<file path="config.mk">
export PLATFORM = sky130hd
export DESIGN_NAME = ifetch_flat
export DESIGN_NICKNAME = d
export VERILOG_FILES = /design/src/cpu_pkg.sv /design/src/stage_if.sv /design/src/ifetch.sv /design/src/flat_wrapper.sv
export SDC_FILE = /design/constraint.sdc
export NUM_CORES = 1
export LEC_CHECK = 0
export BUFFER_PORTS_ARGS = -buffer_cell sky130_fd_sc_hd__buf_2
export CAP_MARGIN = 10
export CORE_MARGIN = 4
export CORE_UTILIZATION = 48
export DETAILED_ROUTE_END_ITERATION = 10
export PLACE_DENSITY = 0.8
export SYNTH_ARGS = -nofsm -noshare
export SYNTH_HDL_FRONTEND = slang
export SYNTH_SLANG_ARGS = --single-unit
export TNS_END_PERCENT = 30
</file>
<file path="constraint.sdc">
create_clock -name clk_i -period 5 [get_ports clk_i]
set_input_delay 0.25 -clock clk_i [delete_from_list [all_inputs] [get_ports clk_i]]
set_output_delay 0.25 -clock clk_i [all_outputs]
set_load 0.03 [all_outputs]
</file>
<file path="src/cpu_pkg.sv">
`default_nettype none

package cpu_pkg;

  localparam int XLEN  = 32;
  localparam int NREGS = 16;
  localparam int RBITS = 4;

  typedef enum logic [3:0] {
    OP_NOP  = 4'h0,
    OP_ADD  = 4'h1,
    OP_SUB  = 4'h2,
    OP_AND  = 4'h3,
    OP_OR   = 4'h4,
    OP_XOR  = 4'h5,
    OP_ADDI = 4'h6,
    OP_LD   = 4'h7,
    OP_ST   = 4'h8,
    OP_BZ   = 4'h9,
    OP_HALT = 4'hf
  } opcode_e;

  // Instruction word layout with the opcode in the top nibble
  typedef struct packed {
    opcode_e          op;
    logic [RBITS-1:0] rd;
    logic [RBITS-1:0] ra;
    logic [RBITS-1:0] rb;
    logic [15:0]      imm;
  } instr_t;

  typedef struct packed {
    logic z;
    logic n;
    logic c;
  } ccr_t;

  typedef enum logic [1:0] {
    FWD_REG = 2'h0,
    FWD_MEM = 2'h1,
    FWD_EXE = 2'h2
  } fwd_e;

endpackage

`default_nettype wire

</file>
<file path="src/stage_if.sv">
`default_nettype none

interface stage_if;

  logic                           valid;
  logic [cpu_pkg::XLEN-1:0]       ir;
  logic [cpu_pkg::XLEN-1:0]       pc;
  logic [cpu_pkg::XLEN-1:0]       result; // ALU result or store data
  logic [cpu_pkg::XLEN-1:0]       addr;
  logic [cpu_pkg::RBITS-1:0]      rd;
  logic                           reg_we;
  logic                           is_load;
  cpu_pkg::ccr_t                  ccr;

  modport src (
    output valid, ir, pc, result, addr, rd, reg_we, is_load, ccr
  );

  modport dst (
    input valid, ir, pc, result, addr, rd, reg_we, is_load, ccr
  );

endinterface

`default_nettype wire

</file>
<file path="src/ifetch.sv">
`default_nettype none

module ifetch #(
  parameter int AWIDTH = 10
) (
  input  wire               clk_i,
  input  wire               rst_i,
  input  wire               stall_i,
  input  wire               redirect_i,
  input  wire  [31:0]       target_i,
  input  wire               ins_ack_i,
  input  wire  [31:0]       ins_dat_i,
  output logic              ins_stb_o,
  output logic [AWIDTH-1:0] ins_adr_o,
  stage_if.src              out
);

  localparam logic [31:0] PC_MASK = (32'd1 << (AWIDTH + 2)) - 32'd1;

  logic [31:0] pc_q;
  logic [31:0] fetch_pc_q;
  logic        go_q;
  logic        inflight_q;
  logic        out_valid_q;
  logic [31:0] out_ir_q;
  logic [31:0] out_pc_q;
  logic        skid_valid_q;
  logic [31:0] skid_ir_q;
  logic [31:0] skid_pc_q;
  logic        arrive;

  assign ins_stb_o = go_q && !stall_i;
  assign ins_adr_o = pc_q[AWIDTH+1:2];
  assign arrive    = ins_ack_i && inflight_q && !redirect_i; // Late words after redirect dropped

  always_ff @(posedge clk_i)
    begin
      if (rst_i)
        begin
          pc_q         <= '0;
          go_q         <= 1'b0;
          inflight_q   <= 1'b0;
          out_valid_q  <= 1'b0;
          skid_valid_q <= 1'b0;
        end
      else
        begin
          go_q       <= 1'b1;
          inflight_q <= ins_stb_o && !redirect_i;
          if (redirect_i)
            begin
              pc_q         <= target_i & PC_MASK;
              out_valid_q  <= 1'b0;
              skid_valid_q <= 1'b0;
            end
          else
            begin
              if (ins_stb_o)
                pc_q <= (pc_q + 32'd4) & PC_MASK;
              if (stall_i)
                begin
                  if (arrive)
                    skid_valid_q <= 1'b1; // Park the word while decode holds
                end
              else
                begin
                  out_valid_q  <= skid_valid_q || arrive;
                  skid_valid_q <= 1'b0;
                end
            end
        end
    end

  always_ff @(posedge clk_i)
    begin
      if (ins_stb_o)
        fetch_pc_q <= pc_q;
      if (stall_i && arrive)
        begin
          skid_ir_q <= ins_dat_i;
          skid_pc_q <= fetch_pc_q;
        end
      if (!stall_i)
        begin
          out_ir_q <= skid_valid_q ? skid_ir_q : ins_dat_i;
          out_pc_q <= skid_valid_q ? skid_pc_q : fetch_pc_q;
        end
    end

  assign out.valid   = out_valid_q;
  assign out.ir      = out_ir_q;
  assign out.pc      = out_pc_q;
  assign out.result  = '0;
  assign out.addr    = '0;
  assign out.rd      = '0;
  assign out.reg_we  = 1'b0;
  assign out.is_load = 1'b0;
  assign out.ccr     = '0;

endmodule

`default_nettype wire

</file>
<file path="src/flat_wrapper.sv">
// flat-port wrapper written by rule: the top's interface ports become plain ports
module ifetch_flat 
#(
  parameter int AWIDTH = 10
)
  (clk_i, rst_i, stall_i, redirect_i, target_i, ins_ack_i, ins_dat_i, ins_stb_o, ins_adr_o, out_valid, out_ir, out_pc, out_result, out_addr, out_rd, out_reg_we, out_is_load, out_ccr);
  stage_if out_i ();
  input  wire clk_i;
  input  wire rst_i;
  input  wire stall_i;
  input  wire redirect_i;
  input  wire  [31:0] target_i;
  input  wire ins_ack_i;
  input  wire  [31:0] ins_dat_i;
  output logic ins_stb_o;
  output logic [AWIDTH-1:0] ins_adr_o;
  output wire logic [$bits(out_i.valid)-1:0] out_valid;
  output wire logic [$bits(out_i.ir)-1:0] out_ir;
  output wire logic [$bits(out_i.pc)-1:0] out_pc;
  output wire logic [$bits(out_i.result)-1:0] out_result;
  output wire logic [$bits(out_i.addr)-1:0] out_addr;
  output wire logic [$bits(out_i.rd)-1:0] out_rd;
  output wire logic [$bits(out_i.reg_we)-1:0] out_reg_we;
  output wire logic [$bits(out_i.is_load)-1:0] out_is_load;
  output wire logic [$bits(out_i.ccr)-1:0] out_ccr;
  assign out_valid = out_i.valid;
  assign out_ir = out_i.ir;
  assign out_pc = out_i.pc;
  assign out_result = out_i.result;
  assign out_addr = out_i.addr;
  assign out_rd = out_i.rd;
  assign out_reg_we = out_i.reg_we;
  assign out_is_load = out_i.is_load;
  assign out_ccr = out_i.ccr;
  ifetch #(.AWIDTH(AWIDTH)) u_core (.clk_i(clk_i), .rst_i(rst_i), .stall_i(stall_i), .redirect_i(redirect_i), .target_i(target_i), .ins_ack_i(ins_ack_i), .ins_dat_i(ins_dat_i), .ins_stb_o(ins_stb_o), .ins_adr_o(ins_adr_o), .out(out_i));
endmodule
</file>
==> reports/qor.csv <==
metric;value;unit
Core Region;0.01032;mm2
cell count after synthesis;343;
Data arrival, critical path;1.83;ns
Slew headroom;25.98;%
DP HPWL;6081;um
Combinational Power Share;10.8;%
Int Pwr;1.912;mW
CTS tree;done;
number of global-route vias before repair;2973;
number of remaining DRC errors;0;
hold depth;2;
Final ANT Viol Nets;0;
Unique masters post-synth;33;
# port buffers;104;
vias per inst;4.464;
Max Clk Rate;481.4;MHz
cells on worst reg2reg path;1;
initial core utilization;49.25;%
Detailed Route Iter0 Violations;156;
switching power;601.1;uW
Longest Clk Path Bufs;2;
Max Slew Vio Count;0;
htree depth;4;
Yosys reg bits;116;
Setup crit start kind;register;
Power, Total;2.513;mW
postcts setup bufs;0;
routed via count;2830;
register area share after synthesis;65.35;%
skew final;0.006980;ns
Slowest-stage cell, CP;inv_1;
area leader, netlist;edfxtp_1;
CP Depth;3;
final setup fails;0;
Clk pwr share;45.2;%
die extent in x;110.9;um
switching share of total power;23.92;%
Seq pwr share;44.0;%
Crit Path Class;reg2out;
Buf/Inv on CP;2;
num ports;218;
crit-path cells;nand2b_4 -> inv_1 -> buf_2;
fraction of layout cells with a size suffix above 1;36.55;%
critical path capture point type;output port;
Final Critical Period;2.077;ns
Max Cap Viol;0;
Clock Root Buffer;clkbuf_8;
Layout Nets;555;
Final Cycle Share;41.55;%
Layout area overhead;23.06;%
top cells by area in the synthesized netlist;edfxtp_1 (59%), buf_4 (15%), mux2_2 (10%);
# diodes;0;
initial antenna violation count;0;
per-cell routed wire length;14.77;um
largest net degree at the start of global routing;47;
Slew @ Worst Pin;1.110;ns
required time worst endpoint;4.75;ns
FF/Latch Area;0.003324;mm2
Clock Pin Slew Worst Setup and Hold Paths;0.05;ns
cts bufs inserted;17;
pwr/cell area;401.6;mW/mm2
Final Hold Fails;0;
gr usage total;15.80;%
YS warnings;0;
Max Fanout on Critical Path;17;
status;completed;
post_cts resized;0;
# fillers;791;
Die Y;110.9;um
count of clock tree sinks;116;
delay-heaviest family, CP;buffers and inverters;
post-synth top area share;59.06;%
area of the multi-input gates;0.001261;mm2
Largest stage delay, worst path;0.50;ns
min-delay worst type;in2reg;
num rows;37;
GRT overflow;0;
GP Congestion;0.7741;
Mapped Area;0.005085;mm2
Die Area;0.01230;mm2
Worst IR Drop VDD;0.0002192;V
DRT Wirelength;9364;um
Clock Latency Late Sink;0.50;ns
first-pass GRT wire length;15180;um
leak pwr;2.575;nW
flop-to-flop setup slack;3.23;ns
synthesized area per cell;14.82;um2
RSZ-0062 raised after global routing;no;
Setup TNS;0;ns
Pre-antenna DRT Iters;4;
==> synthesized netlist by cell type <==
cell,n
dfxtp_1,16
a21oi_2,1
o21ai_0,1
o31a_1,1
conb_1,1
or3_1,1
edfxtp_1,100
o21a_1,3
ha_1,1
mux2i_1,5
nor3_1,5
o22ai_1,3
xnor2_1,7
a21o_1,1
buf_4,103
nand2_1,7
inv_1,8
nand4_1,1
nand2b_4,1
a21oi_1,5
xor2_1,1
clkbuf_1,3
nand3b_1,1
buf_2,5
nor2b_1,2
nor2_1,6
or3_2,1
nand3_1,2
and3_1,1
mux2_2,45
a22oi_1,2
nor4_1,2
buf_6,1
==> cell families (layout without fill, tap and decap cells) <==
kind of cell	count (synthesis)	count (layout)	synth area share, %
XOR/XNOR	8	8	1.378
adder cells (fa/ha/maj)	1	1	0.2460
buffers and inverters	120	183	16.73
flip-flops	116	116	65.35
AND/OR/NAND/NOR	30	30	3.076
multiplexers	50	50	10.95
other	1	93	0.07375
AO/OA/AOI/OAI	17	17	2.190
==> sequential cells by signal, summed over array words and instances (netlist names) <==
name and count:
u_core.fetch_pc_q 12, u_core.pc_q 12, u_core.out.pc 12, u_core.skid_pc_q 12
u_core.skid_ir_q 32, u_core.inflight_q 1, u_core.go_q 1, u_core.out.ir 32
u_core.skid_valid_q 1, u_core.out.valid 1
==> power by group through the flow <==
stage	Sequential (mW)	Clock (mW)	Combinational [mW]
2_1_floorplan	1.16	0	0.212
3_3_place_gp	1.12	0	0.242
3_5_place_dp	1.13	0	0.246
4_1_cts	1.11	1.17	0.270
5_1_grt	1.11	1.21	0.289
6_report	1.11	1.14	0.271
==> final cells by class <==
type / instances / area share, %
Clock inverter: 12 / 2.200
Timing Repair Buffer: 143 / 14.52
Multi-Input combinational cell: 199 / 20.16
Inverter: 8 / 0.4799
Clock buffer: 20 / 6.799
Sequential cell: 116 / 53.13
Tap cell: 136 / 2.719
==> cell usage in the layout (no fill, tap or decap), types with 2 or more instances in the layout <==
master         count
a21oi_1            5
a22oi_1            2
buf_2            104
bufinv_16          3
clkbuf_1           3
clkbuf_16         16
clkinv_1           3
clkinv_2           4
conb_1            93
dfxtp_1           15
dlygate4sd3_1     38
edfxtp_1         100
inv_1              7
mux2_2            45
mux2i_1            5
nand2_1            7
nand3_1            2
nor2_1             6
nor2b_1            2
nor3_1             4
nor4_1             2
o21a_1             3
o22ai_1            3
xnor2_1            7
==> what timing repair did <==
action,CTS,global route
hold buffers,38,0
setup endpoints to repair,0,0
endpoints found under the hold margin,38,0
==> per-layer routing <==
layer  up-vias  global-route usage [%]  wire length, um
met4         0                   6.568              104
met1      1349                   18.79             3732
met5         -                       0                0
met3        10                   6.004              854
met2       156                   25.77             4673
li1       1315                       -                -
==> worst paths after layout <==
path / start / to
max: u_core.go_q / ins_stb_o
min: rst_i / u_core.go_q
max reg2reg: u_core.skid_valid_q / u_core.out.ir[27]
min reg2reg: u_core.pc_q[0] / u_core.fetch_pc_q[0]
==> stage by stage <==
stage | area, um2 | cells | setup WS (ns) | hold WS (ns) | util [%]
6_report | 6257 | 634 | 2.923 | 0.06689 | 60.61
5_1_grt | 6257 | 634 | 2.847 | 0.05306 | 60.61
4_1_cts | 6257 | 634 | 2.875 | 0.03115 | 60.61
3_5_place_dp | 5314 | 564 | 2.989 | 0.4179 | 51.47
3_3_place_gp | 5314 | 564 | 3.013 | 0.4127 | 51.47
2_1_floorplan | 5430 | 435 | 0.4756 | 0.3271 | -
Power figures use the tool's default switching activity.
