File: src/cpu_pkg.sv
`default_nettype none

package cpu_pkg;

  localparam int XLEN  = 32;
  localparam int NREGS = 16;
  localparam int RBITS = 4;

  typedef enum logic [3:0] {
    OP_NOP  = 4'h0,
    OP_ADD  = 4'h1,
    OP_SUB  = 4'h2,
    OP_AND  = 4'h3,
    OP_OR   = 4'h4,
    OP_XOR  = 4'h5,
    OP_ADDI = 4'h6,
    OP_LD   = 4'h7,
    OP_ST   = 4'h8,
    OP_BZ   = 4'h9,
    OP_HALT = 4'hf
  } opcode_e;

  // Instruction word layout with the opcode in the top nibble
  typedef struct packed {
    opcode_e          op;
    logic [RBITS-1:0] rd;
    logic [RBITS-1:0] ra;
    logic [RBITS-1:0] rb;
    logic [15:0]      imm;
  } instr_t;

  typedef struct packed {
    logic z;
    logic n;
    logic c;
  } ccr_t;

  typedef enum logic [1:0] {
    FWD_REG = 2'h0,
    FWD_MEM = 2'h1,
    FWD_EXE = 2'h2
  } fwd_e;

endpackage

`default_nettype wire

File: src/stage_if.sv
`default_nettype none

interface stage_if;

  logic                           valid;
  logic [cpu_pkg::XLEN-1:0]       ir;
  logic [cpu_pkg::XLEN-1:0]       pc;
  logic [cpu_pkg::XLEN-1:0]       result; // ALU result or store data
  logic [cpu_pkg::XLEN-1:0]       addr;
  logic [cpu_pkg::RBITS-1:0]      rd;
  logic                           reg_we;
  logic                           is_load;
  cpu_pkg::ccr_t                  ccr;

  modport src (
    output valid, ir, pc, result, addr, rd, reg_we, is_load, ccr
  );

  modport dst (
    input valid, ir, pc, result, addr, rd, reg_we, is_load, ccr
  );

endinterface

`default_nettype wire

File: src/mem_access.sv
`default_nettype none

module mem_access #(
  parameter int AWIDTH = 10
) (
  input  wire               clk_i,
  input  wire               rst_i,
  stage_if.dst              in,
  input  wire  [31:0]       dat_rdat_i,
  output logic              dat_stb_o,
  output logic              dat_we_o,
  output logic [AWIDTH-1:0] dat_adr_o,
  output logic [31:0]       dat_wdat_o,
  output logic              busy_o,
  output logic [31:0]       fwd_data_o,
  output logic              wr_en_o,
  output logic [3:0]        wr_rd_o,
  output logic [31:0]       wr_data_o,
  output logic              redirect_o,
  output logic [31:0]       target_o,
  output logic              flush_o,
  output logic              retire_valid_o,
  output logic [31:0]       retire_pc_o,
  output logic [3:0]        retire_rd_o,
  output logic [31:0]       retire_data_o,
  output logic              halted_o
);

  cpu_pkg::instr_t ins;
  logic            act;
  logic            wb_en_q;
  logic            ld_pend_q;
  logic [3:0]      wb_rd_q;
  logic [31:0]     wb_data_q;

  assign ins = cpu_pkg::instr_t'(in.ir);
  assign act = in.valid && !halted_o; // Nothing younger than HALT takes effect

  assign dat_stb_o  = act && (ins.op == cpu_pkg::OP_LD || ins.op == cpu_pkg::OP_ST);
  assign dat_we_o   = act && ins.op == cpu_pkg::OP_ST;
  assign dat_adr_o  = in.addr[AWIDTH+1:2];
  assign dat_wdat_o = in.result;

  assign redirect_o = act && ins.op == cpu_pkg::OP_BZ && in.ccr.z;
  assign target_o   = in.addr;
  assign flush_o    = redirect_o;

  // Read data arrives in the second cycle of a load
  assign busy_o     = ld_pend_q;
  assign wr_en_o    = wb_en_q;
  assign wr_rd_o    = wb_rd_q;
  assign wr_data_o  = ld_pend_q ? dat_rdat_i : wb_data_q;
  assign fwd_data_o = wr_data_o;

  assign retire_rd_o   = wb_en_q ? wb_rd_q : 4'd0;
  assign retire_data_o = wb_en_q ? wr_data_o : 32'd0;

  always_ff @(posedge clk_i)
    begin
      if (rst_i)
        begin
          wb_en_q        <= 1'b0;
          ld_pend_q      <= 1'b0;
          retire_valid_o <= 1'b0;
          halted_o       <= 1'b0;
        end
      else
        begin
          wb_en_q        <= act && in.reg_we && in.rd != 4'd0;
          ld_pend_q      <= act && in.is_load;
          retire_valid_o <= act;
          if (act && ins.op == cpu_pkg::OP_HALT)
            halted_o <= 1'b1;
        end
    end

  always_ff @(posedge clk_i)
    begin
      wb_rd_q     <= in.rd;
      wb_data_q   <= in.result;
      retire_pc_o <= in.pc;
    end

endmodule

`default_nettype wire

File: src/flat_wrapper.sv
// flat-port wrapper written by rule: the top's interface ports become plain ports
module mem_access_flat 
#(
  parameter int AWIDTH = 10
)
  (clk_i, rst_i, dat_rdat_i, dat_stb_o, dat_we_o, dat_adr_o, dat_wdat_o, busy_o, fwd_data_o, wr_en_o, wr_rd_o, wr_data_o, redirect_o, target_o, flush_o, retire_valid_o, retire_pc_o, retire_rd_o, retire_data_o, halted_o, in_valid, in_ir, in_pc, in_result, in_addr, in_rd, in_reg_we, in_is_load, in_ccr);
  stage_if in_i ();
  input  wire clk_i;
  input  wire rst_i;
  input  wire  [31:0] dat_rdat_i;
  output logic dat_stb_o;
  output logic dat_we_o;
  output logic [AWIDTH-1:0] dat_adr_o;
  output logic [31:0] dat_wdat_o;
  output logic busy_o;
  output logic [31:0] fwd_data_o;
  output logic wr_en_o;
  output logic [3:0] wr_rd_o;
  output logic [31:0] wr_data_o;
  output logic redirect_o;
  output logic [31:0] target_o;
  output logic flush_o;
  output logic retire_valid_o;
  output logic [31:0] retire_pc_o;
  output logic [3:0] retire_rd_o;
  output logic [31:0] retire_data_o;
  output logic halted_o;
  input wire logic [$bits(in_i.valid)-1:0] in_valid;
  input wire logic [$bits(in_i.ir)-1:0] in_ir;
  input wire logic [$bits(in_i.pc)-1:0] in_pc;
  input wire logic [$bits(in_i.result)-1:0] in_result;
  input wire logic [$bits(in_i.addr)-1:0] in_addr;
  input wire logic [$bits(in_i.rd)-1:0] in_rd;
  input wire logic [$bits(in_i.reg_we)-1:0] in_reg_we;
  input wire logic [$bits(in_i.is_load)-1:0] in_is_load;
  input wire logic [$bits(in_i.ccr)-1:0] in_ccr;
  assign in_i.valid = in_valid;
  assign in_i.ir = in_ir;
  assign in_i.pc = in_pc;
  assign in_i.result = in_result;
  assign in_i.addr = in_addr;
  assign in_i.rd = in_rd;
  assign in_i.reg_we = in_reg_we;
  assign in_i.is_load = in_is_load;
  assign in_i.ccr = in_ccr;
  mem_access #(.AWIDTH(AWIDTH)) u_core (.clk_i(clk_i), .rst_i(rst_i), .in(in_i), .dat_rdat_i(dat_rdat_i), .dat_stb_o(dat_stb_o), .dat_we_o(dat_we_o), .dat_adr_o(dat_adr_o), .dat_wdat_o(dat_wdat_o), .busy_o(busy_o), .fwd_data_o(fwd_data_o), .wr_en_o(wr_en_o), .wr_rd_o(wr_rd_o), .wr_data_o(wr_data_o), .redirect_o(redirect_o), .target_o(target_o), .flush_o(flush_o), .retire_valid_o(retire_valid_o), .retire_pc_o(retire_pc_o), .retire_rd_o(retire_rd_o), .retire_data_o(retire_data_o), .halted_o(halted_o));
endmodule
File: config.mk
export PLATFORM = sky130hd
export DESIGN_NAME = mem_access_flat
export DESIGN_NICKNAME = d
export VERILOG_FILES = /design/src/cpu_pkg.sv /design/src/stage_if.sv /design/src/mem_access.sv /design/src/flat_wrapper.sv
export SDC_FILE = /design/constraint.sdc
export NUM_CORES = 1
export LEC_CHECK = 0
export ABC_AREA = 0
export BUFFER_PORTS_ARGS = -buffer_cell sky130_fd_sc_hd__buf_2
export CORE_AREA = 2 2 151 153
export DETAILED_ROUTE_END_ITERATION = 8
export DIE_AREA = 0 0 153 155
export SLEW_MARGIN = 25
export SYNTH_ARGS = -nofsm -noshare
export SYNTH_HDL_FRONTEND = slang
export SYNTH_SLANG_ARGS = --single-unit
File: constraint.sdc
create_clock -name clk_i -period 2 [get_ports clk_i]
set_clock_uncertainty 0.2 [all_clocks]
set_input_delay 0.2 -clock clk_i [delete_from_list [all_inputs] [get_ports clk_i]]
set_output_delay 0.2 -clock clk_i [all_outputs]
set_load 0.01 [all_outputs]
==> flow_summary.json <==
{
  "status": "finished clean",
  "fin_crit_sh_pct": 96.25,
  "hold_path.class": "in -> out",
  "htree_levels": 3,
  "synth_top_area_share_pct": 45.97,
  "drv_cap": 0,
  "clk_pin_slew_ns": 0.06,
  "tritoncts": "yes",
  "critPathLaunchType": "register",
  "yosys_warnings": 0,
  "slew_viol_final": 0,
  "path_class": "reg -> out",
  "setup_viol": 0,
  "fin_nets": 703,
  "cp_top_family": "flip-flops",
  "syn_inst": 270,
  "cts_setup_buffers": 0,
  "die_h_um": 155,
  "seq_area_frac_synth_pct": 45.97,
  "postRouteAntennaNets": 0,
  "synth_fp_nets": 442,
  "drive_above_1_share_pct": 64.18,
  "max_stage_delay_ns": 0.37,
  "antenna_found_initial": 0,
  "dp.cells": 730,
  "endpoint_kind": "output port",
  "p_leak_uw": 0.002649,
  "port-buffer-count": 285,
  "io_pins": 390,
  "hold_violations": 0,
  "critPathArrivalTime_ns": 1.53,
  "grt.total_usage_pct": 8.561,
  "fmax_ghz": 0.5195,
  "ys_ff_latch": 72,
  "met1_usage_pct": 8.539,
  "cts_root_buffer": "clkbuf_16",
  "worst_pin_slew_ns": 0.3100,
  "ys_top_cells_by_area": "dfxtp_1, buf_4, mux2_4, and2_1, buf_12",
  "dieWidth_um": 153,
  "grt_pass1_vias": 2800,
  "path_cells": "buf_12, mux2_4, and2_1, buf_2",
  "totalWireLength_um": 10670,
  "diodes": 0,
  "grt_pass1_wl_um": 15110,
  "gr-usage-met2_pct": 15.08,
  "yosys.area.top_type": "dfxtp_1",
  "gp_congestion": 0.7791,
  "yosys.area_share.xor_xnor_pct": 0,
  "synth_fa_ha_area_share_pct": 0,
  "syn_area_sq_um": 3136,
  "syn_to_final_growth_pct": 65.56,
  "grt_setup_unrepaired": "false",
  "gr-total-overflow": 0,
  "yosys.area_share.simple_pct": 9.936,
  "synthMuxAreaShare_pct": 15.08,
  "dpl.hpwl_um": 7352,
  "core_area_sq_um": 22230,
  "die_area_sq_um": 23720,
  "worstPathRequired_ns": 1.60,
  "grt_use_met3_pct": 3.092,
  "setup_tns_ns": 0,
  "avgRoutedWirePerCell_um": 13.00,
  "fin_cells": 821,
  "synth_top_family_by_area": "buffers and inverters",
  "gr-max-usage-layer": "met2",
  "drt_iter0_markers": 61,
  "num_vias": 2689,
  "power.density_nw_per_um2": 780.0,
  "clockBufferDepth": 2,
  "synth_compound_area_share_pct": 0.6385,
  "synth_area_per_cell_sq_um": 11.61,
  "worst-path-buf-inv": 2,
  "ir_drop_mv": 0.4084,
  "clk_latency_ns": 0.34,
  "cpMaxStageDelayCell": "dfxtp_4",
  "grt_max_degree": 21,
  "dr.pass1.iters": 4,
  "synth.distinct_cells": 22,
  "cp_max_fo": 16,
  "cts_made_buffers": 9,
  "layout_min_cycle_time_ns": 1.925,
  "cts.sinks": 72,
  "drc_errors": 0,
  "slew_headroom_pct": 79.17,
  "initial_core_util_pct": 14.11,
  "viasPerCell": 3.275,
  "std_cell_rows": 55
}
## layer usage
metal | share of wire, % | wire length [um]
met5 | 0 | 0
met1 | 37 | 3906
met4 | 4.3 | 454
met2 | 51 | 5395
met3 | 8.6 | 917
## path summary, 6_finish.rpt
kind	slack [ns]	from	end	depth (start not counted)
setup reg to reg	0.45	u_core.halted_o	u_core.wr_en_o	3
hold reg to reg	0.30	u_core.halted_o	u_core.retire_valid_o	1
setup / recovery	0.07	u_core.busy_o	retire_data_o[22]	4
hold / removal	0.20	in_addr[11]	target_o[11]	0
## area by class of cell
| class | instances | area (sq um) |
|---|---|---|
| Clock buffer | 10 | 239.0 |
| Clock inverter | 6 | 91.34 |
| Fill cell | 2349 | 17040 |
| Inverter | 1 | 3.754 |
| Multi-Input combinational cell | 83 | 817.0 |
| Sequential cell | 72 | 1445 |
| Tap cell | 285 | 356.6 |
| Timing Repair Buffer | 364 | 2238 |
## layout by cell type, fill, tap and decap left out, types with 2 or more instances in the layout
cell type	n
buf_12	2
buf_2	284
clkinvlp_4	3
and2_1	32
bufinv_16	2
and2_4	5
mux2_4	32
nor3_1	3
buf_4	2
clkbuf_16	9
dfxtp_1	71
dlygate4sd3_1	75
## report_power, final
part	internal (uW)	total, uW	switching, uW
clock network	1130	1820	686
logic	389	698	309
registers	1510	1530	23.1
## worst reg2reg max path, delay by kind of cell (launching register included)
family                 cells  cell delay (ns)
AND/OR/NAND/NOR            2             0.40
flip-flops                 1             0.33
buffers and inverters      1             0.56
## metrics by stage
stage / utilization [%] / instance area (sq um) / total power [uW] / hold slack, ns / setup WS, ns
after global routing: 23.35 / 5191 / 4244 / 0.2000 / 0.002442
after detailed placement: 18.40 / 4089 / 2144 / 0.1036 / 0.2756
after floorplan: - / 3136 / 2012 / 0.02772 / 0.3639
final: 23.35 / 5191 / 4049 / 0.2000 / 0.07496
after CTS: 23.26 / 5170 / 4117 / 0.2001 / 0.006220
after global placement: 18.40 / 4089 / 2140 / 0.1023 / 0.2884
## cell families after synthesis
group / count (synthesis)
buffers and inverters: 115
AOI/OAI and AO/OA: 3
DFF: 72
muxes: 32
and+or+nand+nor: 48
## synthesized netlist by cell type
cell type,count
nand3_1,1
or3b_2,1
a21oi_1,1
dfxtp_1,72
and2_1,34
buf_4,107
nand4b_1,1
inv_1,1
o22ai_1,1
buf_6,1
and2_4,3
nand2_1,1
mux2_4,30
o41ai_1,1
nor3_1,3
nand3b_1,1
or4b_1,1
buf_12,3
clkbuf_1,3
mux2_2,2
nor3b_1,1
nand2b_1,1
## what timing repair did
action	CTS	global route
hold endpoints to repair	72	0
hold buffers	75	0
gates resized for setup	0	6
endpoints found under the setup margin	0	9
## flip-flops by register name, indices dropped and copies added, names as in the netlist
name,count
u_core.busy_o,1
u_core.retire_pc_o,32
u_core.wr_rd_o,4
u_core.halted_o,1
u_core.wb_data_q,32
u_core.retire_valid_o,1
u_core.wr_en_o,1
No activity file was read; power rests on OpenSTA's default activity.
