[config.mk]
export PLATFORM = sky130hd
export DESIGN_NAME = execute_flat
export DESIGN_NICKNAME = d
export VERILOG_FILES = /design/src/cpu_pkg.sv /design/src/stage_if.sv /design/src/execute.sv /design/src/flat_wrapper.sv
export SDC_FILE = /design/constraint.sdc
export NUM_CORES = 1
export LEC_CHECK = 0
export BUFFER_PORTS_ARGS = -buffer_cell sky130_fd_sc_hd__clkbuf_2
export CAP_MARGIN = 10
export CORE_ASPECT_RATIO = 0.8
export CORE_UTILIZATION = 47
export DETAILED_ROUTE_END_ITERATION = 10
export GPL_ROUTABILITY_DRIVEN = 0
export GPL_TIMING_DRIVEN = 0
export PLACE_DENSITY = 0.84
export SYNTH_ARGS = -nofsm -noshare
export SYNTH_HDL_FRONTEND = slang
export SYNTH_SLANG_ARGS = --single-unit
[constraint.sdc]
create_clock -name clk_i -period 5.8 [get_ports clk_i]
set_input_delay 0.29 -clock clk_i [delete_from_list [all_inputs] [get_ports clk_i]]
set_output_delay 0.29 -clock clk_i [all_outputs]
set_load 0.02 [all_outputs]
[src/cpu_pkg.sv]
`default_nettype none

package cpu_pkg;

  localparam int XLEN  = 32;
  localparam int NREGS = 16;
  localparam int RBITS = 4;

  typedef enum logic [3:0] {
    OP_NOP  = 4'h0,
    OP_ADD  = 4'h1,
    OP_SUB  = 4'h2,
    OP_AND  = 4'h3,
    OP_OR   = 4'h4,
    OP_XOR  = 4'h5,
    OP_ADDI = 4'h6,
    OP_LD   = 4'h7,
    OP_ST   = 4'h8,
    OP_BZ   = 4'h9,
    OP_HALT = 4'hf
  } opcode_e;

  // Instruction word layout with the opcode in the top nibble
  typedef struct packed {
    opcode_e          op;
    logic [RBITS-1:0] rd;
    logic [RBITS-1:0] ra;
    logic [RBITS-1:0] rb;
    logic [15:0]      imm;
  } instr_t;

  typedef struct packed {
    logic z;
    logic n;
    logic c;
  } ccr_t;

  typedef enum logic [1:0] {
    FWD_REG = 2'h0,
    FWD_MEM = 2'h1,
    FWD_EXE = 2'h2
  } fwd_e;

endpackage

`default_nettype wire

[src/stage_if.sv]
`default_nettype none

interface stage_if;

  logic                           valid;
  logic [cpu_pkg::XLEN-1:0]       ir;
  logic [cpu_pkg::XLEN-1:0]       pc;
  logic [cpu_pkg::XLEN-1:0]       result; // ALU result or store data
  logic [cpu_pkg::XLEN-1:0]       addr;
  logic [cpu_pkg::RBITS-1:0]      rd;
  logic                           reg_we;
  logic                           is_load;
  cpu_pkg::ccr_t                  ccr;

  modport src (
    output valid, ir, pc, result, addr, rd, reg_we, is_load, ccr
  );

  modport dst (
    input valid, ir, pc, result, addr, rd, reg_we, is_load, ccr
  );

endinterface

`default_nettype wire

[src/execute.sv]
`default_nettype none

module execute (
  input  wire                clk_i,
  input  wire                rst_i,
  input  wire                flush_i,
  input  var  cpu_pkg::fwd_e fwd_a_i,
  input  var  cpu_pkg::fwd_e fwd_b_i,
  input  wire  [31:0]        rdata_a_i,
  input  wire  [31:0]        rdata_b_i,
  input  wire  [31:0]        mem_fwd_i,
  stage_if.dst               in,
  stage_if.src               out
);

  cpu_pkg::instr_t ins;
  cpu_pkg::fwd_e   fwd_a_q;
  cpu_pkg::fwd_e   fwd_b_q;
  cpu_pkg::ccr_t   ccr_q;
  cpu_pkg::ccr_t   ccr_next;
  logic [31:0]     op_a;
  logic [31:0]     op_b;
  logic [31:0]     simm;
  logic [32:0]     alu;
  logic            is_alu;
  logic            valid_q;
  logic [31:0]     ir_q;
  logic [31:0]     pc_q;
  logic [31:0]     res_q;
  logic [31:0]     addr_q;
  logic [3:0]      rd_q;
  logic            reg_we_q;
  logic            is_load_q;

  assign ins  = cpu_pkg::instr_t'(in.ir);
  assign simm = {{16{ins.imm[15]}}, ins.imm};

  // Select is registered with the operands so it lines up with this slot
  always_comb
    begin
      case (fwd_a_q)
        cpu_pkg::FWD_EXE: op_a = res_q;
        cpu_pkg::FWD_MEM: op_a = mem_fwd_i;
        default:          op_a = rdata_a_i;
      endcase
      case (fwd_b_q)
        cpu_pkg::FWD_EXE: op_b = res_q;
        cpu_pkg::FWD_MEM: op_b = mem_fwd_i;
        default:          op_b = rdata_b_i;
      endcase
    end

  always_comb
    begin
      is_alu = 1'b1;
      case (ins.op)
        cpu_pkg::OP_ADD:  alu = {1'b0, op_a} + {1'b0, op_b};
        cpu_pkg::OP_SUB:  alu = {1'b0, op_a} - {1'b0, op_b};
        cpu_pkg::OP_AND:  alu = {1'b0, op_a & op_b};
        cpu_pkg::OP_OR:   alu = {1'b0, op_a | op_b};
        cpu_pkg::OP_XOR:  alu = {1'b0, op_a ^ op_b};
        cpu_pkg::OP_ADDI: alu = {1'b0, op_a} + {1'b0, simm};
        default:
          begin
            alu    = {1'b0, op_b}; // Store data rides in result
            is_alu = 1'b0;
          end
      endcase
      ccr_next = ccr_q;
      if (is_alu)
        ccr_next = '{z: (alu[31:0] == 32'd0), n: alu[31], c: alu[32]};
    end

  always_ff @(posedge clk_i)
    begin
      if (rst_i)
        begin
          valid_q <= 1'b0;
          ccr_q   <= '0;
          fwd_a_q <= cpu_pkg::FWD_REG;
          fwd_b_q <= cpu_pkg::FWD_REG;
        end
      else
        begin
          valid_q <= in.valid && !flush_i;
          fwd_a_q <= fwd_a_i;
          fwd_b_q <= fwd_b_i;
          if (in.valid && !flush_i)
            ccr_q <= ccr_next; // Squashed slots leave the flags alone
        end
    end

  always_ff @(posedge clk_i)
    begin
      ir_q      <= in.ir;
      pc_q      <= in.pc;
      rd_q      <= in.rd;
      reg_we_q  <= in.reg_we;
      is_load_q <= in.is_load;
      res_q     <= alu[31:0];
      addr_q    <= (ins.op == cpu_pkg::OP_BZ) ? {simm[29:0], 2'b00} : op_a + simm;
    end

  assign out.valid   = valid_q;
  assign out.ir      = ir_q;
  assign out.pc      = pc_q;
  assign out.result  = res_q;
  assign out.addr    = addr_q;
  assign out.rd      = rd_q;
  assign out.reg_we  = reg_we_q;
  assign out.is_load = is_load_q;
  assign out.ccr     = ccr_q;

endmodule

`default_nettype wire

[src/flat_wrapper.sv]
// flat-port wrapper written by rule: the top's interface ports become plain ports
module execute_flat 
  (clk_i, rst_i, flush_i, fwd_a_i, fwd_b_i, rdata_a_i, rdata_b_i, mem_fwd_i, in_valid, in_ir, in_pc, in_result, in_addr, in_rd, in_reg_we, in_is_load, in_ccr, out_valid, out_ir, out_pc, out_result, out_addr, out_rd, out_reg_we, out_is_load, out_ccr);
  stage_if in_i ();
  stage_if out_i ();
  input  wire clk_i;
  input  wire rst_i;
  input  wire flush_i;
  input  var  cpu_pkg::fwd_e fwd_a_i;
  input  var  cpu_pkg::fwd_e fwd_b_i;
  input  wire  [31:0] rdata_a_i;
  input  wire  [31:0] rdata_b_i;
  input  wire  [31:0] mem_fwd_i;
  input wire logic [$bits(in_i.valid)-1:0] in_valid;
  input wire logic [$bits(in_i.ir)-1:0] in_ir;
  input wire logic [$bits(in_i.pc)-1:0] in_pc;
  input wire logic [$bits(in_i.result)-1:0] in_result;
  input wire logic [$bits(in_i.addr)-1:0] in_addr;
  input wire logic [$bits(in_i.rd)-1:0] in_rd;
  input wire logic [$bits(in_i.reg_we)-1:0] in_reg_we;
  input wire logic [$bits(in_i.is_load)-1:0] in_is_load;
  input wire logic [$bits(in_i.ccr)-1:0] in_ccr;
  output wire logic [$bits(out_i.valid)-1:0] out_valid;
  output wire logic [$bits(out_i.ir)-1:0] out_ir;
  output wire logic [$bits(out_i.pc)-1:0] out_pc;
  output wire logic [$bits(out_i.result)-1:0] out_result;
  output wire logic [$bits(out_i.addr)-1:0] out_addr;
  output wire logic [$bits(out_i.rd)-1:0] out_rd;
  output wire logic [$bits(out_i.reg_we)-1:0] out_reg_we;
  output wire logic [$bits(out_i.is_load)-1:0] out_is_load;
  output wire logic [$bits(out_i.ccr)-1:0] out_ccr;
  assign in_i.valid = in_valid;
  assign in_i.ir = in_ir;
  assign in_i.pc = in_pc;
  assign in_i.result = in_result;
  assign in_i.addr = in_addr;
  assign in_i.rd = in_rd;
  assign in_i.reg_we = in_reg_we;
  assign in_i.is_load = in_is_load;
  assign in_i.ccr = in_ccr;
  assign out_valid = out_i.valid;
  assign out_ir = out_i.ir;
  assign out_pc = out_i.pc;
  assign out_result = out_i.result;
  assign out_addr = out_i.addr;
  assign out_rd = out_i.rd;
  assign out_reg_we = out_i.reg_we;
  assign out_is_load = out_i.is_load;
  assign out_ccr = out_i.ccr;
  execute u_core (.clk_i(clk_i), .rst_i(rst_i), .flush_i(flush_i), .fwd_a_i(fwd_a_i), .fwd_b_i(fwd_b_i), .rdata_a_i(rdata_a_i), .rdata_b_i(rdata_b_i), .mem_fwd_i(mem_fwd_i), .in(in_i), .out(out_i));
endmodule
==> impl_metrics.py <==
metrics = {
    "run_status": {
        "outcome": "finished with violations",
        "failed_checks": "setup timing",
    },
    "logic_synthesis": {
        "netlist_instances": 1388,
        "synth_area_um2": 10900,
        "netlist.area_leader.share_pct": 26.0,
        "ys_async_sr_fraction_pct": 0,
        "synth_flop_cell": "dfxtp_1",
        "syn_area_per_cell_um2": 7.87,
        "synthTopCellsByArea": "dfxtp_1 (26%), ha_1 (15%), o21ai_0 (6.1%)",
        "yosysWarnings": 0,
        "ys_ff_latch": 142,
        "yosysTopAreaCell": "dfxtp_1",
        "syn-num-nets": 1761,
        "synthDistinctLibCells": 75,
        "synth_edf_count": 0,
        "ys_seq_area_share_pct": 26.0,
    },
    "pwr": {
        "peakVddDrop_uv": 182,
        "p_leak_uw": 0.00689,
        "p_total_uw": 4170,
        "power.density_nw_per_um2": 285,
    },
    "detailed_routing": {
        "num_vias": 13400,
        "drc": 0,
        "wl_per_cell_um": 21.6,
        "top_layer_used": "met5",
        "wl_met3_mm": 6.31,
        "wl_mm": 45.6,
        "via_per_inst": 6.36,
        "routed-wl-met2_mm": 19.8,
        "drt-initial-drc-count": 2324,
        "first_pass_iters": 8,
        "drt-met1-wl_mm": 16.2,
        "ant_nets": 0,
    },
    "worst_setup_path": {
        "critPathKind": "flop to flop",
        "crit_path_frequent_cell": "nand3_1",
        "worstPathArrival_ns": 6.30,
        "cp-end-kind": "flop",
        "cp_data_required_time_ns": 6.16,
        "startpoint_type": "flop",
        "max_stage_delay_ns": 0.60,
        "worst_path_max_delay_cell": "or4_4",
        "critPathMaxFanout": 10,
    },
    "final_layout": {
        "syn2layout_area_growth_pct": 34.2,
        "layout_commonest_cell": "clkbuf_2",
        "drive_gt1_share_pct": 26.6,
        "mostFrequentLayoutCells": "clkbuf_2 (314), nand2_1 (142), dfxtp_1 (141)",
        "nNetsFinal": 2167,
    },
    "grt": {
        "grt_pass1_wl_mm": 66.2,
        "grt_pass1_vias": 12300,
        "grt-ovfl-total": 0,
        "grtUsageTotal_pct": 36.0,
        "grt_max_degree": 22,
        "antenna_found_initial": 2,
    },
    "sta": {
        "slew_violations": 0,
        "worst_slack_ns": -0.142,
        "final.setup.tns_ns": -0.142,
        "period_share_pct": 102,
        "setup_viol": 1,
        "fmax_mhz": 168,
        "tightest_slew_ns": 1.34,
        "slew_headroom_pct": 9.65,
        "fin_crit_ns": 5.94,
        "fin_skew_ns": 0.0258,
        "hold_viol_final": 0,
    },
    "floorplan": {
        "dieArea_um2": 23900,
        "core_area_um2": 22600,
        "chipWidth_um": 172,
        "io_pins": 379,
        "dieHeight_um": 138,
        "rows": 49,
        "start_util_pct": 48.3,
    },
    "min_path": {
        "hp-class": "input port to flop",
    },
    "clock_tree": {
        "cts_buffer_depth": 2,
        "htreeDepth": 4,
        "cts.sinks": 142,
        "clock_latency_ns": 0.45,
        "cts_tree": "yes",
        "clkSlewWorstSetupHoldPaths_ns": 0.07,
        "cts_buffers": 17,
        "cts_root_buf": "clkbuf_16",
    },
    "run": {
        "cap_violations": 0,
    },
    "placement": {
        "numPortBuffers": 311,
        "place_ws_ns": -0.842,
        "hpwlAfterDp_mm": 32.6,
    },
}
==> critical path, delay by kind of cell, from the launching register on <==
family / cells / cell delay (ns)
buffers and inverters: 4 / 0.65
AND/OR/NAND/NOR: 9 / 2.32
adder cells (fa/ha/maj): 2 / 0.60
XOR/XNOR: 1 / 0.15
AO/OA/AOI/OAI: 9 / 1.79
flip-flops: 1 / 0.33
==> sequential cells by signal (all words and copies together) (netlist names) <==
name,cells
u_core.out.addr,32
u_core.out.ir,32
u_core.out.pc,32
u_core.out.result,32
u_core.out.rd,4
u_core.out.ccr,3
u_core.fwd_a_q,2
u_core.fwd_b_q,2
u_core.out.is_load,1
u_core.out.reg_we,1
u_core.out.valid,1
==> Yosys cell counts, types with 3 or more instances <==
library cell and instances:
xnor2_1 21, or3_1 10, o21ai_0 133, a221oi_1 4
o31a_1 5, o211ai_1 5, a2111oi_0 5, o21bai_1 16
o21a_1 33, and3_1 9, inv_1 90, and4_1 4
and2_1 6, o22ai_1 12, a222oi_1 13, o22a_1 4
a21o_1 41, dfxtp_1 142, ha_1 130, xor2_1 23
a21oi_1 88, nor4_1 5, a211o_1 3, buf_1 7
nor2_1 67, o21ai_1 3, o31ai_1 10, nand3b_1 6
a22oi_1 81, nand2_1 142, nand2b_1 9, buf_2 5
o2111ai_1 3, or4_4 3, nand3_1 28, o221ai_1 6
nand4_1 14, a31oi_1 8, clkbuf_1 63, nor3_1 27
mux2i_1 4, a211oi_1 30, nor2b_1 21
==> routing by layer <==
metal / GRT usage, % / up-vias
met2: 55.3 / 1086
met3: 12.1 / 305
met5: 0 / -
met1: 42.7 / 6086
met4: 22.4 / 2
li1: - / 5956
==> timing repair <==
action	4_1_cts	5_1_grt
setup endpoints to repair	12	6
buffers inserted	6	28
pin swaps	10	37
endpoints found under the hold margin	50	0
hold buffers	50	0
resized for setup	24	96
==> per-stage QoR <==
step | instances | cell area, um^2 | hold slack, ns | util [%]
floorplan | 1388 | 10900 | 0.318 | -
global placement | 2005 | 12900 | 0.392 | 56.8
detailed placement | 2005 | 12900 | 0.394 | 56.8
CTS | 2088 | 14100 | 0.0200 | 62.2
global route | 2114 | 14700 | 0.0290 | 64.8
finish | 2114 | 14700 | 0.0194 | 64.8
==> kinds of logic (layout without fill, tap and decap cells) <==
kind of cell,count (synthesis),in the layout,synth area share (%)
fa+ha+maj,132,132,15.3
other cells,0,1,0
simple gates,364,364,16.3
flops,142,142,26.0
mux,4,4,0.367
buf+inv,168,587,5.90
compound gates,534,534,32.7
xor+xnor,44,44,3.53
==> area by class of cell <==
type / instances / area [um^2]
timing repair buffer: 395 / 2330
fill: 1795 / 7970
buffer: 68 / 298
clock buffer: 19 / 453
antenna: 1 / 2.50
tap: 306 / 383
sequential: 142 / 2840
multi-input combinational: 1078 / 7850
inverter: 92 / 349
clock inverter: 13 / 144
==> worst paths after layout <==
| check | start | end | slack, ns | depth (start not counted) |
|---|---|---|---|---|
| hold reg to reg | u_core.out.ccr[2] | u_core.out.ccr[2] | 0.49 | 2 |
| setup / recovery | u_core.fwd_b_q[0] | u_core.out.ccr[2] | -0.14 | 25 |
| hold / removal | in_ir[29] | u_core.out.ir[29] | 0.02 | 1 |
| setup reg to reg | u_core.fwd_b_q[0] | u_core.out.ccr[2] | -0.14 | 25 |
==> report_power, final <==
group          switching, uW  leakage, uW  total (uW)  internal (uW)
clock                    499     0.000293        1130            633
combinational           1150      0.00540        1840            688
sequential              80.5      0.00120        1200           1120
Note: power is estimated with default switching activity, not from simulation.
