[config.mk]
export PLATFORM = sky130hd
export DESIGN_NAME = hazard_flat
export DESIGN_NICKNAME = d
export VERILOG_FILES = /design/src/cpu_pkg.sv /design/src/stage_if.sv /design/src/hazard.sv /design/src/flat_wrapper.sv
export SDC_FILE = /design/constraint.sdc
export NUM_CORES = 1
export LEC_CHECK = 0
export ABC_CLOCK_PERIOD_IN_PS = 2050
export BUFFER_PORTS_ARGS = -buffer_cell sky130_fd_sc_hd__buf_2
export CAP_MARGIN = 10
export CORE_AREA = 2 2 161 163
export DETAILED_ROUTE_END_ITERATION = 12
export DIE_AREA = 0 0 163 165
export PLACE_DENSITY = 0.3
export SYNTH_ARGS = -nofsm -noshare
export SYNTH_HDL_FRONTEND = slang
export SYNTH_SLANG_ARGS = --single-unit
[constraint.sdc]
create_clock -name vclk -period 2.05
set_input_delay 0.1025 -clock vclk [all_inputs]
set_output_delay 0.1025 -clock vclk [all_outputs]
set_load 0.005 [all_outputs]
[src/cpu_pkg.sv]
`default_nettype none

package cpu_pkg;

  localparam int XLEN  = 32;
  localparam int NREGS = 16;
  localparam int RBITS = 4;

  typedef enum logic [3:0] {
    OP_NOP  = 4'h0,
    OP_ADD  = 4'h1,
    OP_SUB  = 4'h2,
    OP_AND  = 4'h3,
    OP_OR   = 4'h4,
    OP_XOR  = 4'h5,
    OP_ADDI = 4'h6,
    OP_LD   = 4'h7,
    OP_ST   = 4'h8,
    OP_BZ   = 4'h9,
    OP_HALT = 4'hf
  } opcode_e;

  // Instruction word layout with the opcode in the top nibble
  typedef struct packed {
    opcode_e          op;
    logic [RBITS-1:0] rd;
    logic [RBITS-1:0] ra;
    logic [RBITS-1:0] rb;
    logic [15:0]      imm;
  } instr_t;

  typedef struct packed {
    logic z;
    logic n;
    logic c;
  } ccr_t;

  typedef enum logic [1:0] {
    FWD_REG = 2'h0,
    FWD_MEM = 2'h1,
    FWD_EXE = 2'h2
  } fwd_e;

endpackage

`default_nettype wire

[src/stage_if.sv]
`default_nettype none

interface stage_if;

  logic                           valid;
  logic [cpu_pkg::XLEN-1:0]       ir;
  logic [cpu_pkg::XLEN-1:0]       pc;
  logic [cpu_pkg::XLEN-1:0]       result; // ALU result or store data
  logic [cpu_pkg::XLEN-1:0]       addr;
  logic [cpu_pkg::RBITS-1:0]      rd;
  logic                           reg_we;
  logic                           is_load;
  cpu_pkg::ccr_t                  ccr;

  modport src (
    output valid, ir, pc, result, addr, rd, reg_we, is_load, ccr
  );

  modport dst (
    input valid, ir, pc, result, addr, rd, reg_we, is_load, ccr
  );

endinterface

`default_nettype wire

[src/hazard.sv]
`default_nettype none

module hazard (
  stage_if.dst          dec,
  stage_if.dst          exe,
  stage_if.dst          mem,
  input  wire           mem_busy_i,
  output logic          stall_o,
  output cpu_pkg::fwd_e fwd_a_o,
  output cpu_pkg::fwd_e fwd_b_o
);

  cpu_pkg::instr_t ins;
  logic            uses_a;
  logic            uses_b;
  logic            exe_wr;
  logic            mem_wr;
  logic            load_use;

  assign ins = cpu_pkg::instr_t'(dec.ir);

  always_comb
    begin
      uses_a = 1'b1;
      uses_b = 1'b0;
      case (ins.op)
        cpu_pkg::OP_ADD, cpu_pkg::OP_SUB, cpu_pkg::OP_AND, cpu_pkg::OP_OR,
        cpu_pkg::OP_XOR, cpu_pkg::OP_ST:
          uses_b = 1'b1;
        cpu_pkg::OP_NOP, cpu_pkg::OP_BZ, cpu_pkg::OP_HALT:
          uses_a = 1'b0;
        default: ;
      endcase
    end

  assign exe_wr = exe.valid && exe.reg_we && exe.rd != 4'd0;
  assign mem_wr = mem.valid && mem.reg_we && mem.rd != 4'd0;

  // Load data is not ready until the cycle after the load leaves execute
  assign load_use = dec.valid && exe_wr && exe.is_load &&
                    ((uses_a && ins.ra == exe.rd) || (uses_b && ins.rb == exe.rd));

  assign stall_o = load_use || mem_busy_i;

  always_comb
    begin
      fwd_a_o = cpu_pkg::FWD_REG;
      fwd_b_o = cpu_pkg::FWD_REG;
      if (exe_wr && ins.ra == exe.rd)
        fwd_a_o = cpu_pkg::FWD_EXE;
      else if (mem_wr && ins.ra == mem.rd)
        fwd_a_o = cpu_pkg::FWD_MEM;
      if (exe_wr && ins.rb == exe.rd)
        fwd_b_o = cpu_pkg::FWD_EXE;
      else if (mem_wr && ins.rb == mem.rd)
        fwd_b_o = cpu_pkg::FWD_MEM;
    end

endmodule

`default_nettype wire

[src/flat_wrapper.sv]
// flat-port wrapper written by rule: the top's interface ports become plain ports
module hazard_flat 
  (mem_busy_i, stall_o, fwd_a_o, fwd_b_o, dec_valid, dec_ir, dec_pc, dec_result, dec_addr, dec_rd, dec_reg_we, dec_is_load, dec_ccr, exe_valid, exe_ir, exe_pc, exe_result, exe_addr, exe_rd, exe_reg_we, exe_is_load, exe_ccr, mem_valid, mem_ir, mem_pc, mem_result, mem_addr, mem_rd, mem_reg_we, mem_is_load, mem_ccr);
  stage_if dec_i ();
  stage_if exe_i ();
  stage_if mem_i ();
  input  wire mem_busy_i;
  output logic stall_o;
  output cpu_pkg::fwd_e fwd_a_o;
  output cpu_pkg::fwd_e fwd_b_o;
  input wire logic [$bits(dec_i.valid)-1:0] dec_valid;
  input wire logic [$bits(dec_i.ir)-1:0] dec_ir;
  input wire logic [$bits(dec_i.pc)-1:0] dec_pc;
  input wire logic [$bits(dec_i.result)-1:0] dec_result;
  input wire logic [$bits(dec_i.addr)-1:0] dec_addr;
  input wire logic [$bits(dec_i.rd)-1:0] dec_rd;
  input wire logic [$bits(dec_i.reg_we)-1:0] dec_reg_we;
  input wire logic [$bits(dec_i.is_load)-1:0] dec_is_load;
  input wire logic [$bits(dec_i.ccr)-1:0] dec_ccr;
  input wire logic [$bits(exe_i.valid)-1:0] exe_valid;
  input wire logic [$bits(exe_i.ir)-1:0] exe_ir;
  input wire logic [$bits(exe_i.pc)-1:0] exe_pc;
  input wire logic [$bits(exe_i.result)-1:0] exe_result;
  input wire logic [$bits(exe_i.addr)-1:0] exe_addr;
  input wire logic [$bits(exe_i.rd)-1:0] exe_rd;
  input wire logic [$bits(exe_i.reg_we)-1:0] exe_reg_we;
  input wire logic [$bits(exe_i.is_load)-1:0] exe_is_load;
  input wire logic [$bits(exe_i.ccr)-1:0] exe_ccr;
  input wire logic [$bits(mem_i.valid)-1:0] mem_valid;
  input wire logic [$bits(mem_i.ir)-1:0] mem_ir;
  input wire logic [$bits(mem_i.pc)-1:0] mem_pc;
  input wire logic [$bits(mem_i.result)-1:0] mem_result;
  input wire logic [$bits(mem_i.addr)-1:0] mem_addr;
  input wire logic [$bits(mem_i.rd)-1:0] mem_rd;
  input wire logic [$bits(mem_i.reg_we)-1:0] mem_reg_we;
  input wire logic [$bits(mem_i.is_load)-1:0] mem_is_load;
  input wire logic [$bits(mem_i.ccr)-1:0] mem_ccr;
  assign dec_i.valid = dec_valid;
  assign dec_i.ir = dec_ir;
  assign dec_i.pc = dec_pc;
  assign dec_i.result = dec_result;
  assign dec_i.addr = dec_addr;
  assign dec_i.rd = dec_rd;
  assign dec_i.reg_we = dec_reg_we;
  assign dec_i.is_load = dec_is_load;
  assign dec_i.ccr = dec_ccr;
  assign exe_i.valid = exe_valid;
  assign exe_i.ir = exe_ir;
  assign exe_i.pc = exe_pc;
  assign exe_i.result = exe_result;
  assign exe_i.addr = exe_addr;
  assign exe_i.rd = exe_rd;
  assign exe_i.reg_we = exe_reg_we;
  assign exe_i.is_load = exe_is_load;
  assign exe_i.ccr = exe_ccr;
  assign mem_i.valid = mem_valid;
  assign mem_i.ir = mem_ir;
  assign mem_i.pc = mem_pc;
  assign mem_i.result = mem_result;
  assign mem_i.addr = mem_addr;
  assign mem_i.rd = mem_rd;
  assign mem_i.reg_we = mem_reg_we;
  assign mem_i.is_load = mem_is_load;
  assign mem_i.ccr = mem_ccr;
  hazard u_core (.dec(dec_i), .exe(exe_i), .mem(mem_i), .mem_busy_i(mem_busy_i), .stall_o(stall_o), .fwd_a_o(fwd_a_o), .fwd_b_o(fwd_b_o));
endmodule
==> results.py, run 1 <==
metrics = {
    "placed_design": {
        "io_buffers": 32,
        "dp_hpwl_mm": 2.47,
        "dp_slack_ns": 0.557,
        "place_inst": 401,
        "place_area_um2": 868,
        "gp_congestion": 0.641,
    },
    "final_layout": {
        "clkbuf_count": 0,
        "nNetsFinal": 488,
        "post-route-cell-area_um2": 878,
        "utilization": 0.0351,
        "drive_gt1_frac": 0.493,
        "seq_cells": 0,
        "seq_area_um2": 0,
        "syn_to_final_growth_pct": 197,
        "finalNonFillerCells": 405,
    },
    "worst_setup_path": {
        "crit_arrival_ns": 1.33,
        "cp_cell_sequence": "buf_2 > or4_1 > nand3_2 > inv_1 > a41o_1 > buf_2",
        "critPathTopFamily": "simple AND/OR/NAND/NOR gates",
        "end_kind": "output port",
        "startpoint_type": "primary input",
        "critPathRequiredTime_ns": 1.95,
        "path_max_fanout": 3,
        "cp_num_buf_inv": 3,
        "cpPeakStageDelay_ns": 0.54,
        "crit_slowest_cell": "or4_1",
        "cp_common_cell": "buf_2",
        "startpoint": "exe_rd[3]",
        "criticalPathCategory": "primary input to output port",
    },
    "die": {
        "num_rows": 58,
        "io_pins": 420,
        "core_area_um2": 25000,
        "die_area_um2": 26900,
        "die_w_um": 163,
        "start_util": 0.0118,
        "die_y_um": 165,
    },
    "sta": {
        "fin_crit_sh": 0.698,
        "worst_hold_slack_ns": 0.464,
        "setup_slack_ns": 0.618,
        "finalSetupViolCount": 0,
        "setup_tns_ns": 0,
        "rsz0062_at_grt": "no",
        "worstMarginPinSlew_ns": 0.263,
        "finalHoldViolCount": 0,
        "relSlewSlack": 0.822,
        "slew_viol_final": 0,
        "clock.fmax_mhz": 699,
        "period_minus_slack_ns": 1.43,
    },
    "synth": {
        "synth_common_cells": "16 x xnor2_1, 5 x nand4_1, 3 x nor2_1",
        "ys_types": 15,
        "syn_nets": 454,
        "yosysMostFrequentCell": "xnor2_1",
        "yosysTopAreaCell": "xnor2_1",
        "synth_seq_area_share": 0,
        "yosys.area.top_type_share": 0.475,
        "syn_area_per_cell_um2": 7.57,
        "yosys_warnings": 0,
        "synthCells": 39,
        "syn_area_um2": 295,
        "ys_top_cells_by_area": "xnor2_1 47%, nand4_1 11%, nor3_2 6.8%",
    },
    "clock_network": {
        "cts_resized": 0,
        "hold_buffers": 0,
        "post_cts_buffers": 0,
    },
    "global_routing": {
        "grt_pass1_wl_mm": 3.23,
        "grt_overflow": 0,
        "track_usage": 0.0182,
        "antenna_found_initial": 4,
        "grt_max_degree": 6,
        "grt_pass1_vias": 410,
    },
    "route": {
        "ant_nets": 0,
        "wl_per_cell_um": 6.46,
        "viasPerCell": 1.08,
        "drc": 0,
        "drt-initial-drc-count": 32,
        "wl_mm": 2.62,
        "vias": 439,
        "first_pass_iters": 4,
    },
    "run": {
        "maxCapViolCount": 0,
    },
    "power_and_ir_drop": {
        "power.density_nw_per_um2": 113,
        "peakVddDrop_mv": 0.0331,
        "p_leak_nw": 0.211,
        "power.total_mw": 0.0997,
    },
    "worst_hold_path": {
        "hold_class": "primary input to output port",
        "hold_start": "mem_busy_i",
    },
    "status": {
        "status": "finished clean",
    },
}
[logic make-up after synthesis]
family,count (synthesis),synth area share
AND/OR/NAND/NOR,18,0.403
buffers and inverters,1,0.0127
AO/OA/AOI/OAI,3,0.0805
XOR/XNOR,17,0.504
[metal layers]
layer / vias up / part of all wire / track usage
li1: 216 / - / -
met1: 193 / 0.55 / 0.0300
met2: 22 / 0.31 / 0.0195
met3: 4 / 0.13 / 0.0105
met4: 4 / 0.0019 / 0
met5: - / 0.0099 / 0
[final timing paths]
| check | to | slack [ns] | depth (start not counted) |
|---|---|---|---|
| setup / recovery | stall_o | 0.62 | 6 |
| hold / removal | stall_o | 0.46 | 3 |
[report_power, final]
group | internal (mW) | total [mW] | switching (mW)
combinational | 0.0486 | 0.0997 | 0.0511
clock | 0.000000233 | 0.000000233 | 0
sequential | 0 | 0 | 0
[placed cells by master, fill, tap and decap left out]
cell      n
buf_2    32
xnor2_1  16
nand4_1   5
diode_2   4
nor2_1    3
or4_1     2
nor3_2    2
nor3_1    2
nand3_2   1
nand3_1   1
inv_1     1
nor4b_1   1
nor3b_1   1
xor2_1    1
o31ai_1   1
o22ai_1   1
a41o_1    1
[layout make-up]
| type | instances | area (µm²) |
|---|---|---|
| fillers | 2995 | 24200 |
| well taps | 330 | 413 |
| multi-input cells | 38 | 292 |
| repair buffers | 32 | 160 |
| diodes | 4 | 10.0 |
| inverters | 1 | 3.75 |
(Power assumes the default switching activity.)
==> run 2, diff against run 1 <==
--- a/config.mk
+++ b/config.mk
@@ -5,7 +5,7 @@
 export SDC_FILE = /design/constraint.sdc
 export NUM_CORES = 1
 export LEC_CHECK = 0
-export ABC_CLOCK_PERIOD_IN_PS = 2050
+export ABC_CLOCK_PERIOD_IN_PS = 1400
 export BUFFER_PORTS_ARGS = -buffer_cell sky130_fd_sc_hd__buf_2
 export CAP_MARGIN = 10
 export CORE_AREA = 2 2 161 163
==> constraint.sdc (replaced) <==
create_clock -name vclk -period 1.4
set_input_delay 0.07 -clock vclk [all_inputs]
set_output_delay 0.07 -clock vclk [all_outputs]
set_load 0.005 [all_outputs]
==> run 2 against run 1 <==
  * Cell count is 0.99% higher
  * Combinational power up 64%
  * Via count is 1.1% lower
  * Wire length down 2.9%
  * First-iteration DRC count down 81%
  * Setup slack lost 0.54 ns
  * Global-route usage decreased by 0.069 points
  * Critical path type unchanged
  * Largest power group unchanged
==> results.py, run 2 (synthesis results as in run 1) <==
metrics = {
    "final_layout": {
        "clkbuf_count": 0,
        "finalNonFillerCells": 409,
        "nNetsFinal": 494,
        "seq_cells": 0,
        "final_common_cell": "buf_2",
        "post-route-cell-area_um2": 945,
        "drive_gt1_frac": 0.558,
        "syn_to_final_growth_pct": 220,
        "seq_area_um2": 0,
        "final_cell_mix": "32 x buf_2, 16 x xnor2_1, 5 x nand4_1, 5 x buf_4",
    },
    "sta": {
        "worstMarginPinSlew_ns": 0.270,
        "relSlewSlack": 0.819,
        "slew_viol_final": 0,
        "clock.fmax_mhz": 755,
        "period_minus_slack_ns": 1.32,
        "finalSetupViolCount": 0,
        "rsz0062_at_grt": "no",
        "finalHoldViolCount": 0,
        "fin_crit_sh": 0.946,
    },
    "status": {
        "status": "finished clean",
    },
    "worst_setup_path": {
        "critPathRequiredTime_ns": 1.33,
        "startpoint_type": "primary input",
        "startpoint": "exe_rd[3]",
        "path_max_fanout": 3,
        "endpoint": "fwd_b_o[0]",
        "crit_arrival_ns": 1.25,
        "end_kind": "output port",
        "criticalPathCategory": "primary input to output port",
    },
    "die": {
        "die_area_um2": 26900,
        "start_util": 0.0118,
        "die_y_um": 165,
        "die_w_um": 163,
        "io_pins": 420,
        "num_rows": 58,
        "core_area_um2": 25000,
    },
    "global_routing": {
        "grt_pass1_vias": 418,
        "antenna_found_initial": 4,
        "track_usage": 0.0175,
        "grt_pass1_wl_mm": 3.13,
        "grt_overflow": 0,
        "grt_max_degree": 6,
    },
    "placed_design": {
        "dp_hpwl_mm": 2.49,
        "place_inst": 407,
        "place_area_um2": 926,
        "io_buffers": 32,
        "gp_congestion": 0.673,
    },
    "power_and_ir_drop": {
        "p_int_mw": 0.0849,
        "seqPwrFrac": 0,
        "power.density_nw_per_um2": 174,
        "p_leak_nw": 0.248,
        "power_frac_clock": 0,
        "swShare": 0.483,
        "pwr-share-comb": 1.000,
        "p_switching_mw": 0.0792,
        "peakVddDrop_mv": 0.0675,
    },
    "route": {
        "viasPerCell": 1.06,
        "first_pass_iters": 2,
        "wl_mm": 2.54,
        "ant_nets": 0,
        "drt-initial-drc-count": 6,
        "vias": 434,
        "drc": 0,
        "wl_per_cell_um": 6.21,
    },
    "clock_network": {
        "post_cts_buffers": 0,
    },
    "worst_hold_path": {
        "hold_start": "mem_busy_i",
        "hold_class": "primary input to output port",
    },
    "run": {
        "maxCapViolCount": 0,
    },
}
run 2: worst min path at each step:
| stage | depth (start not counted) | slack, ns | end |
|---|---|---|---|
| after floorplan | 1 | 0.22 | stall_o |
| after global placement | 3 | 0.40 | stall_o |
| after detailed placement | 3 | 0.42 | stall_o |
| after CTS | 3 | 0.42 | stall_o |
| after global routing | 3 | 0.44 | stall_o |
| final | 3 | 0.40 | stall_o |
run 2: worst max-delay path, stage by stage:
cell     delay [ns]
buf_2          0.11
or4_4          0.54
nand3_4        0.11
nor2_1         0.10
nor3_2         0.16
buf_2          0.16
run 2: routing by layer:
metal / routed length (µm) / part of all wire / vias up / global-route usage
li1: - / - / 226 / -
met1: 1460 / 0.58 / 180 / 0.0289
met2: 811 / 0.32 / 20 / 0.0204
met3: 237 / 0.093 / 4 / 0.00779
met4: 2 / 0.00079 / 4 / 0
met5: 27 / 0.011 / - / 0
run 2: metrics by stage:
step	hold slack [ns]	power, mW	setup TNS (ns)	worst slack (ns)	utilization
final	0.404	0.164	0	0.0755	0.0377
after global routing	0.436	0.179	0	0.00636	0.0375
after CTS	0.415	0.166	0	0.0314	0.0374
after detailed placement	0.415	0.162	-0.0440	-0.0362	0.0370
after global placement	0.398	0.163	-0.0348	-0.0310	0.0370
after floorplan	0.223	0.0627	0	0.374	-
run 2: power groups by stage:
| stage | logic, mW | registers [mW] | clock network (mW) |
|---|---|---|---|
| final | 0.164 | 0 | 0.000000191 |
| after global routing | 0.179 | 0 | 0 |
| after CTS | 0.166 | 0 | 0 |
| after detailed placement | 0.162 | 0 | 0 |
| after global placement | 0.163 | 0 | 0 |
| after floorplan | 0.0627 | 0 | 0 |
run 2: what timing repair did:
action / 4_1_cts / 5_1_grt
endpoints found under the setup margin: 2 / 1
hold buffers: 0 / 0
resized for setup: 2 / 1
pin swaps: 1 / 0
run 2: final cells by class:
| cell class | instances | area, µm² |
|---|---|---|
| fill | 2994 | 24100 |
| tap | 330 | 413 |
| multi-input combinational | 38 | 305 |
| timing repair buffer | 38 | 218 |
| antenna | 2 | 5.00 |
| inverter | 1 | 3.75 |
